<file path="src/hw/ctrl_consts.svh">
`ifndef CTRL_CONSTS_SVH
`define CTRL_CONSTS_SVH

// ==================================================
// Bus widths
// ==================================================
`define CTRL_DATA_W 8       // SPI byte and register data
`define CTRL_IOC_W 5        // Register index inside a block
`define CTRL_SEL_N 4        // Module selects decoded from the command

// ==================================================
// Pin synchronizers
// ==================================================
`define CTRL_SYNC_STAGES 2  // Flops between a pin and the logic

// ==================================================
// Fixed readback values
// ==================================================
`define CTRL_VERSION 8'h01      // System version register
`define CTRL_RESERVED_RD 8'hA5  // Module 3 has no block behind it

`endif

</file>
<file path="src/hw/ctrl_bus_pkg.sv">
`include "ctrl_consts.svh"

package ctrl_bus_pkg;

  // Module select field of the command byte
  typedef enum logic [1:0] {
    SEL_SYS  = 2'd0,  // System control block
    SEL_IO   = 2'd1,  // IO control block
    SEL_SMI  = 2'd2,  // Removed block that reads as zero
    SEL_RSVD = 2'd3   // Reserved code
  } ctrl_sel_e;

  // Command byte as it arrives on MOSI, MSB first
  typedef struct packed {
    logic                   rd;   // 1 means read
    ctrl_sel_e              sel;
    logic [`CTRL_IOC_W-1:0] ioc;
  } ctrl_cmd_t;

  // Register map of sys_ctrl
  typedef enum logic [`CTRL_IOC_W-1:0] {
    VERSION = 5'd0,
    SCRATCH = 5'd1
  } sys_ioc_e;

  // Register map of io_ctrl
  typedef enum logic [`CTRL_IOC_W-1:0] {
    RF_MODE = 5'd0,
    PINS    = 5'd1,  // Button over config pins
    LEDS    = 5'd2
  } io_ioc_e;

endpackage

</file>
<file path="src/hw/rf_fe_pkg.sv">
package rf_fe_pkg;

  // RF front-end operating modes
  // Codes 6 and 7 are not defined and fall back to LOW_POWER switching
  typedef enum logic [2:0] {
    LOW_POWER  = 3'd0,
    RX_LOWPASS = 3'd1,
    RX_HIPASS  = 3'd2,
    TX_LOWPASS = 3'd3,
    TX_HIPASS  = 3'd4,
    BYPASS     = 3'd5
  } rf_mode_e;

  // Switch levels before the complement outputs are added
  // Field order matches the switch table with rx_h_tx_l in the MSB
  typedef struct packed {
    logic rx_h_tx_l;    // High selects the RX path
    logic tr_vc1;       // T/R switch control 1
    logic tr_vc2;       // T/R switch control 2
    logic shdn_rx_lna;  // RX LNA shutdown
    logic shdn_tx_lna;  // TX LNA shutdown
  } rf_switch_t;

endpackage

</file>
<file path="src/hw/ctrl_bus_if.sv">
`timescale 1ns/1ps
`include "ctrl_consts.svh"

// Command strobes from the SPI slave to the register blocks
interface ctrl_bus_if;

  logic [`CTRL_IOC_W-1:0]  ioc;    // Register index of the current frame
  logic [`CTRL_DATA_W-1:0] wdata;  // Second byte of a write frame
  logic [`CTRL_SEL_N-1:0]  cs;     // One-hot module select that is zero between frames
  logic                    fetch;  // Read strobe, one cycle
  logic                    load;   // Write strobe, one cycle

  // SPI side drives everything
  modport master (
    output ioc,
    output wdata,
    output cs,
    output fetch,
    output load
  );

  // Register blocks only listen
  modport slave (
    input ioc,
    input wdata,
    input cs,
    input fetch,
    input load
  );

endinterface

</file>
<file path="src/hw/ctrl_top.sv">
`timescale 1ns/1ps
`include "ctrl_consts.svh"

module ctrl_top (
  input  logic       i_glob_clock,
  input  logic       i_rst_b,

  // SPI from the host
  input  logic       i_sck,
  input  logic       i_ss,
  input  logic       i_mosi,
  output logic       o_miso,

  // Board IO
  input  logic [3:0] i_config,
  input  logic       i_button,
  output logic       o_led0,
  output logic       o_led1,

  // RF front-end switches
  output logic       o_rx_h_tx_l,
  output logic       o_rx_h_tx_l_b,
  output logic       o_tr_vc1,
  output logic       o_tr_vc1_b,
  output logic       o_tr_vc2,
  output logic       o_shdn_rx_lna,
  output logic       o_shdn_tx_lna
);

  // ==================================================
  // Internal signals
  // ==================================================
  logic [`CTRL_DATA_W-1:0] sys_rdata;
  logic [`CTRL_DATA_W-1:0] io_rdata;
  logic [`CTRL_DATA_W-1:0] rd_data_q;   // Byte handed back to the SPI slave
  logic [1:0]              leds;
  rf_fe_pkg::rf_switch_t   rf_sw;

  ctrl_bus_if bus_if ();

  spi_slave spi_slave_inst (
    .i_glob_clock (i_glob_clock),
    .i_rst_b      (i_rst_b),
    .i_sck        (i_sck),
    .i_ss         (i_ss),
    .i_mosi       (i_mosi),
    .o_miso       (o_miso),
    .i_read_data  (rd_data_q),
    .bus          (bus_if)
  );

  sys_ctrl sys_ctrl_inst (
    .i_glob_clock (i_glob_clock),
    .i_rst_b      (i_rst_b),
    .bus          (bus_if),
    .o_rdata      (sys_rdata)
  );

  io_ctrl io_ctrl_inst (
    .i_glob_clock (i_glob_clock),
    .i_rst_b      (i_rst_b),
    .bus          (bus_if),
    .o_rdata      (io_rdata),
    .i_config     (i_config),
    .i_button     (i_button),
    .o_rf_sw      (rf_sw),
    .o_leds       (leds)
  );

  // Readback mux by module select
  always_ff @(posedge i_glob_clock) begin
    if (!i_rst_b) begin
      rd_data_q <= '0;
    end else begin
      case (1'b1)
        bus_if.cs[ctrl_bus_pkg::SEL_SYS]:  rd_data_q <= sys_rdata;
        bus_if.cs[ctrl_bus_pkg::SEL_IO]:   rd_data_q <= io_rdata;
        bus_if.cs[ctrl_bus_pkg::SEL_SMI]:  rd_data_q <= '0;  // SMI block not present
        bus_if.cs[ctrl_bus_pkg::SEL_RSVD]: rd_data_q <= `CTRL_RESERVED_RD;
        default:                           rd_data_q <= '0;  // No frame open
      endcase
    end
  end

  // Pin outputs with complements taken off the same flops
  assign o_rx_h_tx_l   = rf_sw.rx_h_tx_l;
  assign o_rx_h_tx_l_b = ~rf_sw.rx_h_tx_l;
  assign o_tr_vc1      = rf_sw.tr_vc1;
  assign o_tr_vc1_b    = ~rf_sw.tr_vc1;
  assign o_tr_vc2      = rf_sw.tr_vc2;
  assign o_shdn_rx_lna = rf_sw.shdn_rx_lna;
  assign o_shdn_tx_lna = rf_sw.shdn_tx_lna;
  assign o_led0        = leds[0];
  assign o_led1        = leds[1];

endmodule

</file>
<file path="src/hw/io_ctrl.sv">
`timescale 1ns/1ps
`include "ctrl_consts.svh"

module io_ctrl (
  input  logic                    i_glob_clock,
  input  logic                    i_rst_b,
  ctrl_bus_if.slave               bus,
  output logic [`CTRL_DATA_W-1:0] o_rdata,
  input  logic [3:0]              i_config,
  input  logic                    i_button,
  output rf_fe_pkg::rf_switch_t   o_rf_sw,
  output logic [1:0]              o_leds
);

  localparam int sync_n = `CTRL_SYNC_STAGES;
  localparam int mode_w = $bits(rf_fe_pkg::rf_mode_e);
  localparam int pins_w = 5;                      // Button plus four config pins

  logic                          sel;
  logic                          wr_mode;         // Write hits RF_MODE
  rf_fe_pkg::rf_mode_e           rf_mode;         // Code as written with invalid ones kept
  rf_fe_pkg::rf_mode_e           rf_mode_d;
  logic [sync_n-1:0][pins_w-1:0] pin_sync;        // {button, config} pipeline

  assign sel     = bus.cs[ctrl_bus_pkg::SEL_IO];
  assign wr_mode = bus.load && sel && (bus.ioc == ctrl_bus_pkg::RF_MODE);

  // Next mode lets the switches follow in the same cycle as the register
  assign rf_mode_d = wr_mode ? rf_fe_pkg::rf_mode_e'(bus.wdata[mode_w-1:0]) : rf_mode;

  // ==================================================
  // RF switch table
  // ==================================================
  function automatic rf_fe_pkg::rf_switch_t rf_decode(input rf_fe_pkg::rf_mode_e mode);
    rf_fe_pkg::rf_switch_t sw;
    case (mode)
      rf_fe_pkg::RX_LOWPASS: sw = 5'b11101;
      rf_fe_pkg::RX_HIPASS:  sw = 5'b10101;
      rf_fe_pkg::TX_LOWPASS: sw = 5'b01110;
      rf_fe_pkg::TX_HIPASS:  sw = 5'b00110;
      rf_fe_pkg::BYPASS:     sw = 5'b11011;
      default:               sw = 5'b10011;  // LOW_POWER and codes 6, 7
    endcase
    return sw;
  endfunction

  always_ff @(posedge i_glob_clock) begin
    if (!i_rst_b) begin
      rf_mode  <= rf_fe_pkg::LOW_POWER;
      o_rf_sw  <= rf_decode(rf_fe_pkg::LOW_POWER);
      o_leds   <= '0;
      pin_sync <= '0;
    end else begin
      rf_mode  <= rf_mode_d;
      o_rf_sw  <= rf_decode(rf_mode_d);   // Registered so the pins never glitch
      pin_sync <= {pin_sync[sync_n-2:0], {i_button, i_config}};
      if (bus.load && sel && bus.ioc == ctrl_bus_pkg::LEDS) begin
        o_leds <= bus.wdata[1:0];
      end
    end
  end

  // ==================================================
  // Readback
  // ==================================================
  always_ff @(posedge i_glob_clock) begin
    if (bus.fetch && sel) begin
      case (bus.ioc)
        ctrl_bus_pkg::RF_MODE: o_rdata <= {{(`CTRL_DATA_W - mode_w){1'b0}}, rf_mode};
        ctrl_bus_pkg::PINS:    o_rdata <= {{(`CTRL_DATA_W - pins_w){1'b0}}, pin_sync[sync_n-1]};
        ctrl_bus_pkg::LEDS:    o_rdata <= {{(`CTRL_DATA_W - 2){1'b0}}, o_leds};
        default:               o_rdata <= '0;
      endcase
    end
  end

endmodule

</file>
<file path="src/hw/spi_slave.sv">
`timescale 1ns/1ps
`include "ctrl_consts.svh"

module spi_slave (
  input  logic                    i_glob_clock,
  input  logic                    i_rst_b,
  input  logic                    i_sck,
  input  logic                    i_ss,
  input  logic                    i_mosi,
  output logic                    o_miso,
  input  logic [`CTRL_DATA_W-1:0] i_read_data,  // Registered readback from the top mux
  ctrl_bus_if.master              bus
);

  localparam int sync_n     = `CTRL_SYNC_STAGES;
  localparam int data_w     = `CTRL_DATA_W;
  localparam int frame_bits = 2 * data_w;               // Command byte plus data byte
  localparam int cnt_w      = $clog2(frame_bits + 1);

  localparam logic [cnt_w-1:0] cnt_cmd_last   = cnt_w'(data_w - 1);
  localparam logic [cnt_w-1:0] cnt_cmd_done   = cnt_w'(data_w);
  localparam logic [cnt_w-1:0] cnt_frame_last = cnt_w'(frame_bits - 1);
  localparam logic [cnt_w-1:0] cnt_frame_done = cnt_w'(frame_bits);

  // ==================================================
  // Pin synchronizers and edge detect
  // ==================================================
  logic [sync_n-1:0] sck_sync;
  logic [sync_n-1:0] ss_sync;
  logic [sync_n-1:0] mosi_sync;
  logic              sck_prev;    // Last synchronized SCK level

  logic sck_s;
  logic ss_s;
  logic mosi_s;
  logic sck_rise;
  logic sck_fall;

  assign sck_s    = sck_sync[sync_n-1];
  assign ss_s     = ss_sync[sync_n-1];
  assign mosi_s   = mosi_sync[sync_n-1];
  assign sck_rise = sck_s & ~sck_prev;   // Master samples here and we shift in
  assign sck_fall = ~sck_s & sck_prev;   // We change MISO here

  // ==================================================
  // Frame state
  // ==================================================
  logic [cnt_w-1:0]        bit_cnt;      // Rising edges seen in this frame
  logic [data_w-1:0]       rx_shift;     // MOSI bits, newest in the LSB
  logic [data_w-1:0]       rx_byte_next; // Byte completed by the current edge
  logic [data_w-1:0]       tx_shift;     // MISO bits, MSB goes out first
  logic [data_w-1:0]       wdata_q;
  ctrl_bus_pkg::ctrl_cmd_t cmd_q;        // Command of the frame in progress
  ctrl_bus_pkg::ctrl_cmd_t cmd_next;
  logic [`CTRL_SEL_N-1:0]  cs_q;
  logic                    fetch_q;
  logic                    load_q;

  assign rx_byte_next = {rx_shift[data_w-2:0], mosi_s};
  assign cmd_next     = ctrl_bus_pkg::ctrl_cmd_t'(rx_byte_next);

  always_ff @(posedge i_glob_clock) begin
    if (!i_rst_b) begin
      sck_sync  <= '0;
      ss_sync   <= '1;             // Idle means deselected
      mosi_sync <= '0;
      sck_prev  <= 1'b0;
      bit_cnt   <= '0;
      tx_shift  <= '0;
      cmd_q     <= '0;
      cs_q      <= '0;
      fetch_q   <= 1'b0;
      load_q    <= 1'b0;
    end else begin
      sck_sync  <= {sck_sync[sync_n-2:0], i_sck};
      ss_sync   <= {ss_sync[sync_n-2:0], i_ss};
      mosi_sync <= {mosi_sync[sync_n-2:0], i_mosi};
      sck_prev  <= sck_s;
      fetch_q   <= 1'b0;           // Strobes last a single cycle
      load_q    <= 1'b0;

      if (ss_s) begin
        // A partial frame is dropped between frames
        bit_cnt  <= '0;
        cs_q     <= '0;
        tx_shift <= '0;
      end else begin
        if (sck_rise && bit_cnt != cnt_frame_done) begin
          bit_cnt <= bit_cnt + 1'b1;
          if (bit_cnt == cnt_cmd_last) begin  // 8th edge closes the command
            cmd_q              <= cmd_next;
            cs_q               <= '0;
            cs_q[cmd_next.sel] <= 1'b1;
            fetch_q            <= cmd_next.rd;
          end
          if (bit_cnt == cnt_frame_last) begin  // 16th edge closes the data
            load_q <= ~cmd_q.rd;
          end
        end

        if (sck_fall) begin
          if (bit_cnt == cnt_cmd_done && cmd_q.rd) begin
            tx_shift <= i_read_data;  // Mux settled long before this edge
          end else begin
            tx_shift <= {tx_shift[data_w-2:0], 1'b0};
          end
        end
      end
    end
  end

  // Payload shift path
  always_ff @(posedge i_glob_clock) begin
    if (!ss_s && sck_rise) begin
      rx_shift <= rx_byte_next;
      if (bit_cnt == cnt_frame_last) begin
        wdata_q <= rx_byte_next;
      end
    end
  end

  assign o_miso = i_ss ? 1'b0 : tx_shift[data_w-1];  // Quiet line when not selected

  assign bus.ioc   = cmd_q.ioc;
  assign bus.wdata = wdata_q;
  assign bus.cs    = cs_q;
  assign bus.fetch = fetch_q;
  assign bus.load  = load_q;

endmodule

</file>
<file path="src/hw/sys_ctrl.sv">
`timescale 1ns/1ps
`include "ctrl_consts.svh"

module sys_ctrl (
  input  logic                    i_glob_clock,
  input  logic                    i_rst_b,
  ctrl_bus_if.slave               bus,
  output logic [`CTRL_DATA_W-1:0] o_rdata
);

  logic                    sel;      // This block owns the current frame
  logic [`CTRL_DATA_W-1:0] scratch;  // Free register for host link tests

  assign sel = bus.cs[ctrl_bus_pkg::SEL_SYS];

  // ==================================================
  // Write side
  // ==================================================
  always_ff @(posedge i_glob_clock) begin
    if (!i_rst_b) begin
      scratch <= '0;
    end else if (bus.load && sel) begin
      case (bus.ioc)
        ctrl_bus_pkg::SCRATCH: scratch <= bus.wdata;
        default: ;  // VERSION is read only and others do not exist
      endcase
    end
  end

  // ==================================================
  // Read side
  // ==================================================
  // Data is captured on fetch and then held for the top mux
  always_ff @(posedge i_glob_clock) begin
    if (bus.fetch && sel) begin
      case (bus.ioc)
        ctrl_bus_pkg::VERSION: o_rdata <= `CTRL_VERSION;
        ctrl_bus_pkg::SCRATCH: o_rdata <= scratch;
        default:               o_rdata <= '0;  // Unmapped index
      endcase
    end
  end

endmodule

</file>
<file path="config.mk">
export PLATFORM = sky130hd
export DESIGN_NAME = ctrl_top
export DESIGN_NICKNAME = d
export VERILOG_FILES = /design/src/hw/ctrl_bus_pkg.sv /design/src/hw/rf_fe_pkg.sv /design/src/hw/ctrl_bus_if.sv /design/src/hw/ctrl_top.sv /design/src/hw/io_ctrl.sv /design/src/hw/spi_slave.sv /design/src/hw/sys_ctrl.sv
export VERILOG_INCLUDE_DIRS = /design/src /design/src/hw
export SDC_FILE = /design/constraint.sdc
export NUM_CORES = 1
export LEC_CHECK = 0
export BUFFER_PORTS_ARGS = -buffer_cell sky130_fd_sc_hd__buf_2
export CORE_UTILIZATION = 30
export CTS_CLUSTER_DIAMETER = 120
export DETAILED_ROUTE_END_ITERATION = 7
export GPL_TIMING_DRIVEN = 0
export RECOVER_POWER = 50
export SYNTH_ARGS = -nofsm -noshare
export SYNTH_HDL_FRONTEND = slang
export SYNTH_SLANG_ARGS = --single-unit
export TNS_END_PERCENT = 1
</file>
<file path="constraint.sdc">
create_clock -name i_glob_clock -period 2.05 [get_ports i_glob_clock]
set_input_delay 0.1025 -clock i_glob_clock [delete_from_list [all_inputs] [get_ports i_glob_clock]]
set_output_delay 0.1025 -clock i_glob_clock [all_outputs]
set_load 0.02 [all_outputs]
</file>
==> reports/summary.txt, run 1 <==
status - finished clean
total track usage - 12.8%
Gate power share - 1.9%
unrepaired setup endpoints after global routing - no
crit-path max FO - 14
Pre-antenna DRT Iters - 4
sequential area share after synthesis - 57.5%
final hold vios - 0
area occupied by multi-input gates - 0.00146 mm²
I/O pins - 20
Pwr Total - 3.92 mW
Worst Skew - 0.00810 ns
syn avg cell area - 10.8 µm²
worst setup margin - 0.126 ns
layout cells sized above 1 - 9.90%
pin count of the biggest net entering global routing - 18
Hold Path Class - in -> reg
Inserted Clock Buffers - 9
Syn. warnings - 0
clk slew on worst S/H paths - 0.07 ns
leakage - 1.49 nW
count of final max-slew check failures - 0
Sequential Power Share - 49.7%
PD cells - 872 mW/mm²
Cells after Synth - 351
ys flop type - dfxtp_1
Max Root-Sink Buffers - 2
die height - 114 µm
pre-CTS WS - 0.0228 ns
area delta synth->final - 18.4%
detailed router's first-iteration violation count - 112
Synthesized Nets - 364
initial antenna violation count - 0
CP Launch Type - flop
CTS root buf - clkbuf_16
DP Wirelength - 5380 µm
Initial Util - 31.2%
Core Region - 0.0122 mm²
Power Internal - 3.13 mW
Setup TNS - 0 ns
Worst EP required - 2.09 ns
Crit Path Class - reg -> reg
cell taking the most area after synthesis - dfxtp_1
Design Area, Final - 0.00449 mm²
first-pass GRT wire length - 12500 µm
# DRC - 0
Sink Count - 95
top area cells in the synthesized netlist - dfxtp_1 35%, edfxtp_1 22%, and2_1 4.5%
Clock power frac - 48.4%
Final #Nets - 402
vias - 2613
die width - 114 µm
Port-buffer cells - 19
Max Freq - 520 MHz
Placement Cell Area - 0.00410 mm²
FF+latch count, synth - 95
Layout fillers - 1193
total wire length - 7680 µm
worst vdd ir - 0.459 mV
switching pwr - 0.784 mW
Final Cycle Share - 93.9%
Seq. cell area - 0.00218 mm²
gr ovfl total - 0
CTS tree - done
top cell type's share of synthesized area - 35.3%
vias in the first global route - 2497
Setup violations, final - 0
worst relative slew slack - 48.3%
post-CTS setup buffers - 0
Netlist cell types - 54
CP Capture Type - flop
ys async rst share - 0%
num rows - 40
Max H-tree Level - 3
Max-cap violations - 0
via/cell ratio - 4.65
min Tclk post-route - 1.92 ns
Worst EP arrival - 1.96 ns
Syn Std Cell Area - 0.00379 mm²
sw frac - 20.0%
worst-margin pin slew - 0.768 ns
Post-synth EDFFs - 28
RePlAce Congestion - 0.762
drt wl/cell - 13.7 µm
remaining antenna violation count - 0
die area - 0.0131 mm²
Final Util - 37.0%
antenna diode instance count - 0
Clk Latency, worst-skew pair - 0.35 ns
metrics by stage:
stage	hold WS (ns)	instances
floorplan	0.204	351
global placement	0.307	538
detailed placement	0.311	538
CTS	0.237	562
global route	0.285	562
finish	0.273	562
synth_stat cells, types with 3 or more instances:
master / instances
a21boi_1: 8
a21oi_1: 14
a22oi_1: 3
a31oi_1: 7
and2_1: 27
clkbuf_1: 19
dfxtp_1: 67
edfxtp_1: 28
ha_1: 3
inv_1: 10
mux2i_1: 14
nand2_1: 25
nand2b_1: 6
nand3_1: 11
nand4_1: 9
nand4b_1: 3
nand4bb_1: 3
nor2b_1: 12
o21ai_0: 28
o21ai_1: 3
or4_1: 3
layout by cell type (no fill, tap or decap), types with 6 or more instances in the layout:
cell	n
nand3_1	11
o21ai_0	30
and2_0	9
clkbuf_1	32
a21boi_1	8
dfxtp_1	67
mux2i_1	14
inv_1	10
buf_2	8
nand2_1	25
a21oi_1	14
clkbuf_16	10
nor2b_1	12
a31oi_1	7
nand2b_1	6
edfxtp_1	28
dlygate4sd3_1	8
and2_1	17
nand4_1	9
per-layer routing:
layer,wire (µm),GRT usage [%],up-vias
met2,3470,19.8,35
met5,0,0,-
met3,264,4.34,7
met1,3840,16.4,1243
met4,110,5.11,0
li1,-,-,1328
path summary, 6_finish.rpt:
check,startpoint,end,slack (ns),cells after the start
hold reg to reg,spi_slave_inst.ss_sync[0]$_SDFF_PN1_,spi_slave_inst.ss_sync[1]$_SDFF_PN1_,0.43,1
setup / recovery,spi_slave_inst.sck_sync[1]$_SDFF_PN0_,spi_slave_inst.bus.wdata[1]$_DFFE_PP_,0.13,4
setup reg to reg,spi_slave_inst.sck_sync[1]$_SDFF_PN0_,spi_slave_inst.bus.wdata[1]$_DFFE_PP_,0.13,4
hold / removal,i_rst_b,rd_data_q[2]$_SDFF_PN0_,0.27,4
what timing repair did:
| action | in CTS | in global routing |
|---|---|---|
| endpoints found under the setup margin | 0 | 8 |
| hold endpoints to repair | 8 | 0 |
| hold buffers | 8 | 0 |
| gates resized for setup | 0 | 1 |
power by group through the flow:
stage / clock network (mW) / logic, mW / registers (mW)
final: 1.90 / 0.0748 / 1.95
after global routing: 2.02 / 0.0829 / 1.95
after CTS: 1.94 / 0.0772 / 1.95
after detailed placement: 0 / 0.0654 / 1.99
after global placement: 0 / 0.0641 / 1.99
after floorplan: 0 / 0.0386 / 1.99
logic make-up (layout without fill, tap and decap cells):
kind of cell,Yosys count,in the layout,synth area share [%]
compound gates,78,78,12.5
simple gates,124,124,20.6
mux,15,15,4.09
flops,95,95,57.5
buf+inv,34,77,3.86
fa+ha+maj,3,3,0.989
xor+xnor,2,2,0.462
sequential cells by signal, indices dropped and copies added (netlist names), 2 cells and up:
name                      count
spi_slave_inst.sck_sync       2
spi_slave_inst.mosi_sync      2
io_ctrl_inst.rf_mode          3
sys_ctrl_inst.o_rdata         8
spi_slave_inst.ss_sync        2
io_ctrl_inst.o_rdata          5
sys_ctrl_inst.scratch         8
spi_slave_inst.rx_shift       7
io_ctrl_inst.o_rf_sw          4
rd_data_q                     8
spi_slave_inst.bit_cnt        5
spi_slave_inst.bus.cs         4
io_ctrl_inst.o_leds           2
spi_slave_inst.bus.wdata      8
spi_slave_inst.bus.ioc        5
spi_slave_inst.tx_shift       8
io_ctrl_inst.pin_sync        10
critical path, stage by stage (launching register included):
cell      delay (ns)
dfxtp_1         0.44
or3b_1          0.38
clkbuf_1        0.21
inv_2           0.27
and2_2          0.32
area by class of cell:
type / count / share of cell area, %
Timing Repair Buffer: 27 / 3.59
Inverter: 11 / 0.919
Clock buffer: 10 / 5.57
Buffer: 23 / 2.00
Multi-Input combinational cell: 222 / 32.5
Clock inverter: 6 / 2.14
Sequential cell: 95 / 48.6
Tap cell: 168 / 4.68
(Power assumes the default switching activity.)
==> run 2: changes to the inputs <==
--- a/config.mk
+++ b/config.mk
@@ -11,7 +11,6 @@
 export CTS_CLUSTER_DIAMETER = 120
 export DETAILED_ROUTE_END_ITERATION = 7
 export GPL_TIMING_DRIVEN = 0
-export RECOVER_POWER = 50
 export SYNTH_ARGS = -nofsm -noshare
 export SYNTH_HDL_FRONTEND = slang
 export SYNTH_SLANG_ARGS = --single-unit
==> reports/summary.txt, run 2 (synthesis gave the netlist of run 1 again) <==
CP Launch Type - flop
Worst Reg2Reg Path Length in Cells - 4 (unchanged)
reg2reg setup slack - 0.12 ns (about the same)
vias - 2624 (+0.42%)
layout cells sized above 1 - 13.5% (+3.6 points)
Worst Skew - 0.00797 ns (-0.000137 ns)
total track usage - 12.8% (unchanged)
total wire length - 7690 µm (+0.13%)
Setup TNS - 0 ns (unchanged)
PD cells - 866 mW/mm² (-0.69%)
unrepaired setup endpoints after global routing - no
Clk Latency, worst-skew pair - 0.35 ns (about the same)
# DRC - 0 (unchanged)
Design Area, Final - 0.00453 mm² (+0.75%)
largest stage delay on the critical path - 0.44 ns (about the same)
worst-margin pin slew - 0.768 ns (+0.000307 ns)
Hold EP - rd_data_q[2]$_SDFF_PN0_
Pwr Total - 3.92 mW (about the same)
HP Start - i_rst_b
crit-path max FO - 14 (unchanged)
worst r2r src - spi_slave_inst.sck_sync[1]$_SDFF_PN0_
M1 GR Usage - 16.4% (unchanged)
DP Wirelength - 5380 µm (unchanged)
vias in the first global route - 2497 (unchanged)
drt wl/cell - 13.7 µm (+0.13%)
WHS - 0.250 ns (-0.0236 ns)
Crit Path Class - reg -> reg
Port-buffer cells - 19 (unchanged)
Max-cap violations - 0 (unchanged)
hold depth - 4 (unchanged)
Slowest-stage cell, CP - dfxtp_1
CP Capture Type - flop
gr ovfl total - 0 (unchanged)
Hold Path Class - in -> reg
max reg flops - 10 (unchanged)
first-pass GRT wire length - 12500 µm (unchanged)
Inserted Clock Buffers - 9 (unchanged)
Most Crowded Layer GR - met2
met2 usage - 19.8% (unchanged)
Core Region - 0.0122 mm² (unchanged)
Max H-tree Level - 3 (unchanged)
area delta synth->final - 19.3%
reg2reg end - spi_slave_inst.bus.wdata[1]$_DFFE_PP_
final hold vios - 0 (unchanged)
leading cell type in the layout, fill and taps excluded - dfxtp_1
I/O pins - 20 (unchanged)
worst relative slew slack - 48.3% (about the same)
num rows - 40 (unchanged)
commonest cells after routing, fill and taps aside - 67 x dfxtp_1, 28 x o21ai_0, 28 x edfxtp_1
status - finished clean
Setup violations, final - 0 (unchanged)
met3 GRT Util - 4.34% (unchanged)
CTS tree - done
Pre-antenna DRT Iters - 4 (unchanged)
CTS root buf - clkbuf_16
Final #Nets - 402 (unchanged)
via/cell ratio - 4.67 (+0.42%)
initial antenna violation count - 0 (unchanged)
Max Root-Sink Buffers - 2 (unchanged)
remaining antenna violation count - 0 (unchanged)
Critical Path, Cell by Cell - or3b_1, clkbuf_1, inv_2, and2_2
Worst EP required - 2.09 ns (about the same)
pin count of the biggest net entering global routing - 18 (unchanged)
RePlAce Congestion - 0.762 (unchanged)
Placement Cell Area - 0.00410 mm² (unchanged)
clk slew on worst S/H paths - 0.07 ns (about the same)
min Tclk post-route - 1.93 ns (+0.00894 ns)
leakage - 1.54 nW (+3.5%)
Initial Util - 31.2% (unchanged)
Worst EP arrival - 1.97 ns (about the same)
die width - 114 µm (unchanged)
die height - 114 µm (unchanged)
Final Cycle Share - 94.3% (+0.44 points)
Top reg by flops - io_ctrl_inst.pin_sync
Sink Count - 95 (unchanged)
detailed router's first-iteration violation count - 135 (+21%)
worst vdd ir - 0.460 mV (+0.23%)
count of final max-slew check failures - 0 (unchanged)
die area - 0.0131 mm² (unchanged)
antenna diode instance count - 0 (unchanged)
Max Freq - 517 MHz (-0.46%)
run 2: cell count changes in the layout (fill, tap and decap cells not counted), sizes merged:
cell,previous run,this run
buf,10,23
clkbuf,42,29
run 2: stage by stage:
| stage | util, % | instances | setup WS [ns] |
|---|---|---|---|
| final | 37.2 | 562 | 0.117 |
| after global routing | 37.2 | 562 | 0.0196 |
| after CTS | 37.2 | 562 | 0.00795 |
| after detailed placement | 33.7 | 538 | 0.0228 |
| after global placement | 33.7 | 538 | 0.0301 |
| after floorplan | - | 351 | 0.400 |
run 2: worst max-delay path: cells and delay by family, from the launching register on:
| family | cells | cell delay (ns) |
|---|---|---|
| buf+inv | 2 | 0.48 |
| flops | 1 | 0.44 |
| simple gates | 2 | 0.70 |
run 2: final cells by class:
| class | count | area [µm²] |
|---|---|---|
| Buffer | 23 | 105 |
| Clock buffer | 10 | 250 |
| Clock inverter | 6 | 96.3 |
| Fill cell | 1187 | 7630 |
| Inverter | 11 | 41.3 |
| Multi-Input combinational cell | 222 | 1470 |
| Sequential cell | 95 | 2180 |
| Tap cell | 168 | 210 |
| Timing Repair Buffer | 27 | 175 |
run 2: worst max-delay path by stage:
stage	from	end
after floorplan	spi_slave_inst.sck_sync[1]$_SDFF_PN0_	spi_slave_inst.bus.wdata[0]$_DFFE_PP_
after global placement	spi_slave_inst.sck_sync[1]$_SDFF_PN0_	spi_slave_inst.bus.wdata[0]$_DFFE_PP_
after detailed placement	spi_slave_inst.sck_sync[1]$_SDFF_PN0_	spi_slave_inst.bus.wdata[1]$_DFFE_PP_
after CTS	spi_slave_inst.sck_sync[1]$_SDFF_PN0_	spi_slave_inst.bus.wdata[3]$_DFFE_PP_
after global routing	spi_slave_inst.sck_sync[1]$_SDFF_PN0_	spi_slave_inst.bus.wdata[1]$_DFFE_PP_
final	spi_slave_inst.sck_sync[1]$_SDFF_PN0_	spi_slave_inst.bus.wdata[1]$_DFFE_PP_
run 2: what timing repair did:
item,in CTS,in global routing
buffers inserted,0,0
gates resized for setup,0,1
hold endpoints to repair,8,0
setup endpoints to repair,0,8
hold buffers,8,0
run 2: power by group:
| group | total (mW) | internal, mW | switching [mW] |
|---|---|---|---|
| logic | 0.0757 | 0.0343 | 0.0414 |
| registers | 1.95 | 1.94 | 0.00764 |
| clock network | 1.90 | 1.16 | 0.736 |
run 2: layer usage:
metal  vias to the layer above  part of all wire (%)
met2                        36                    45
met5                         -                     0
met4                         0                   1.4
li1                       1329                     -
met1                      1252                    50
met3                         7                   3.4
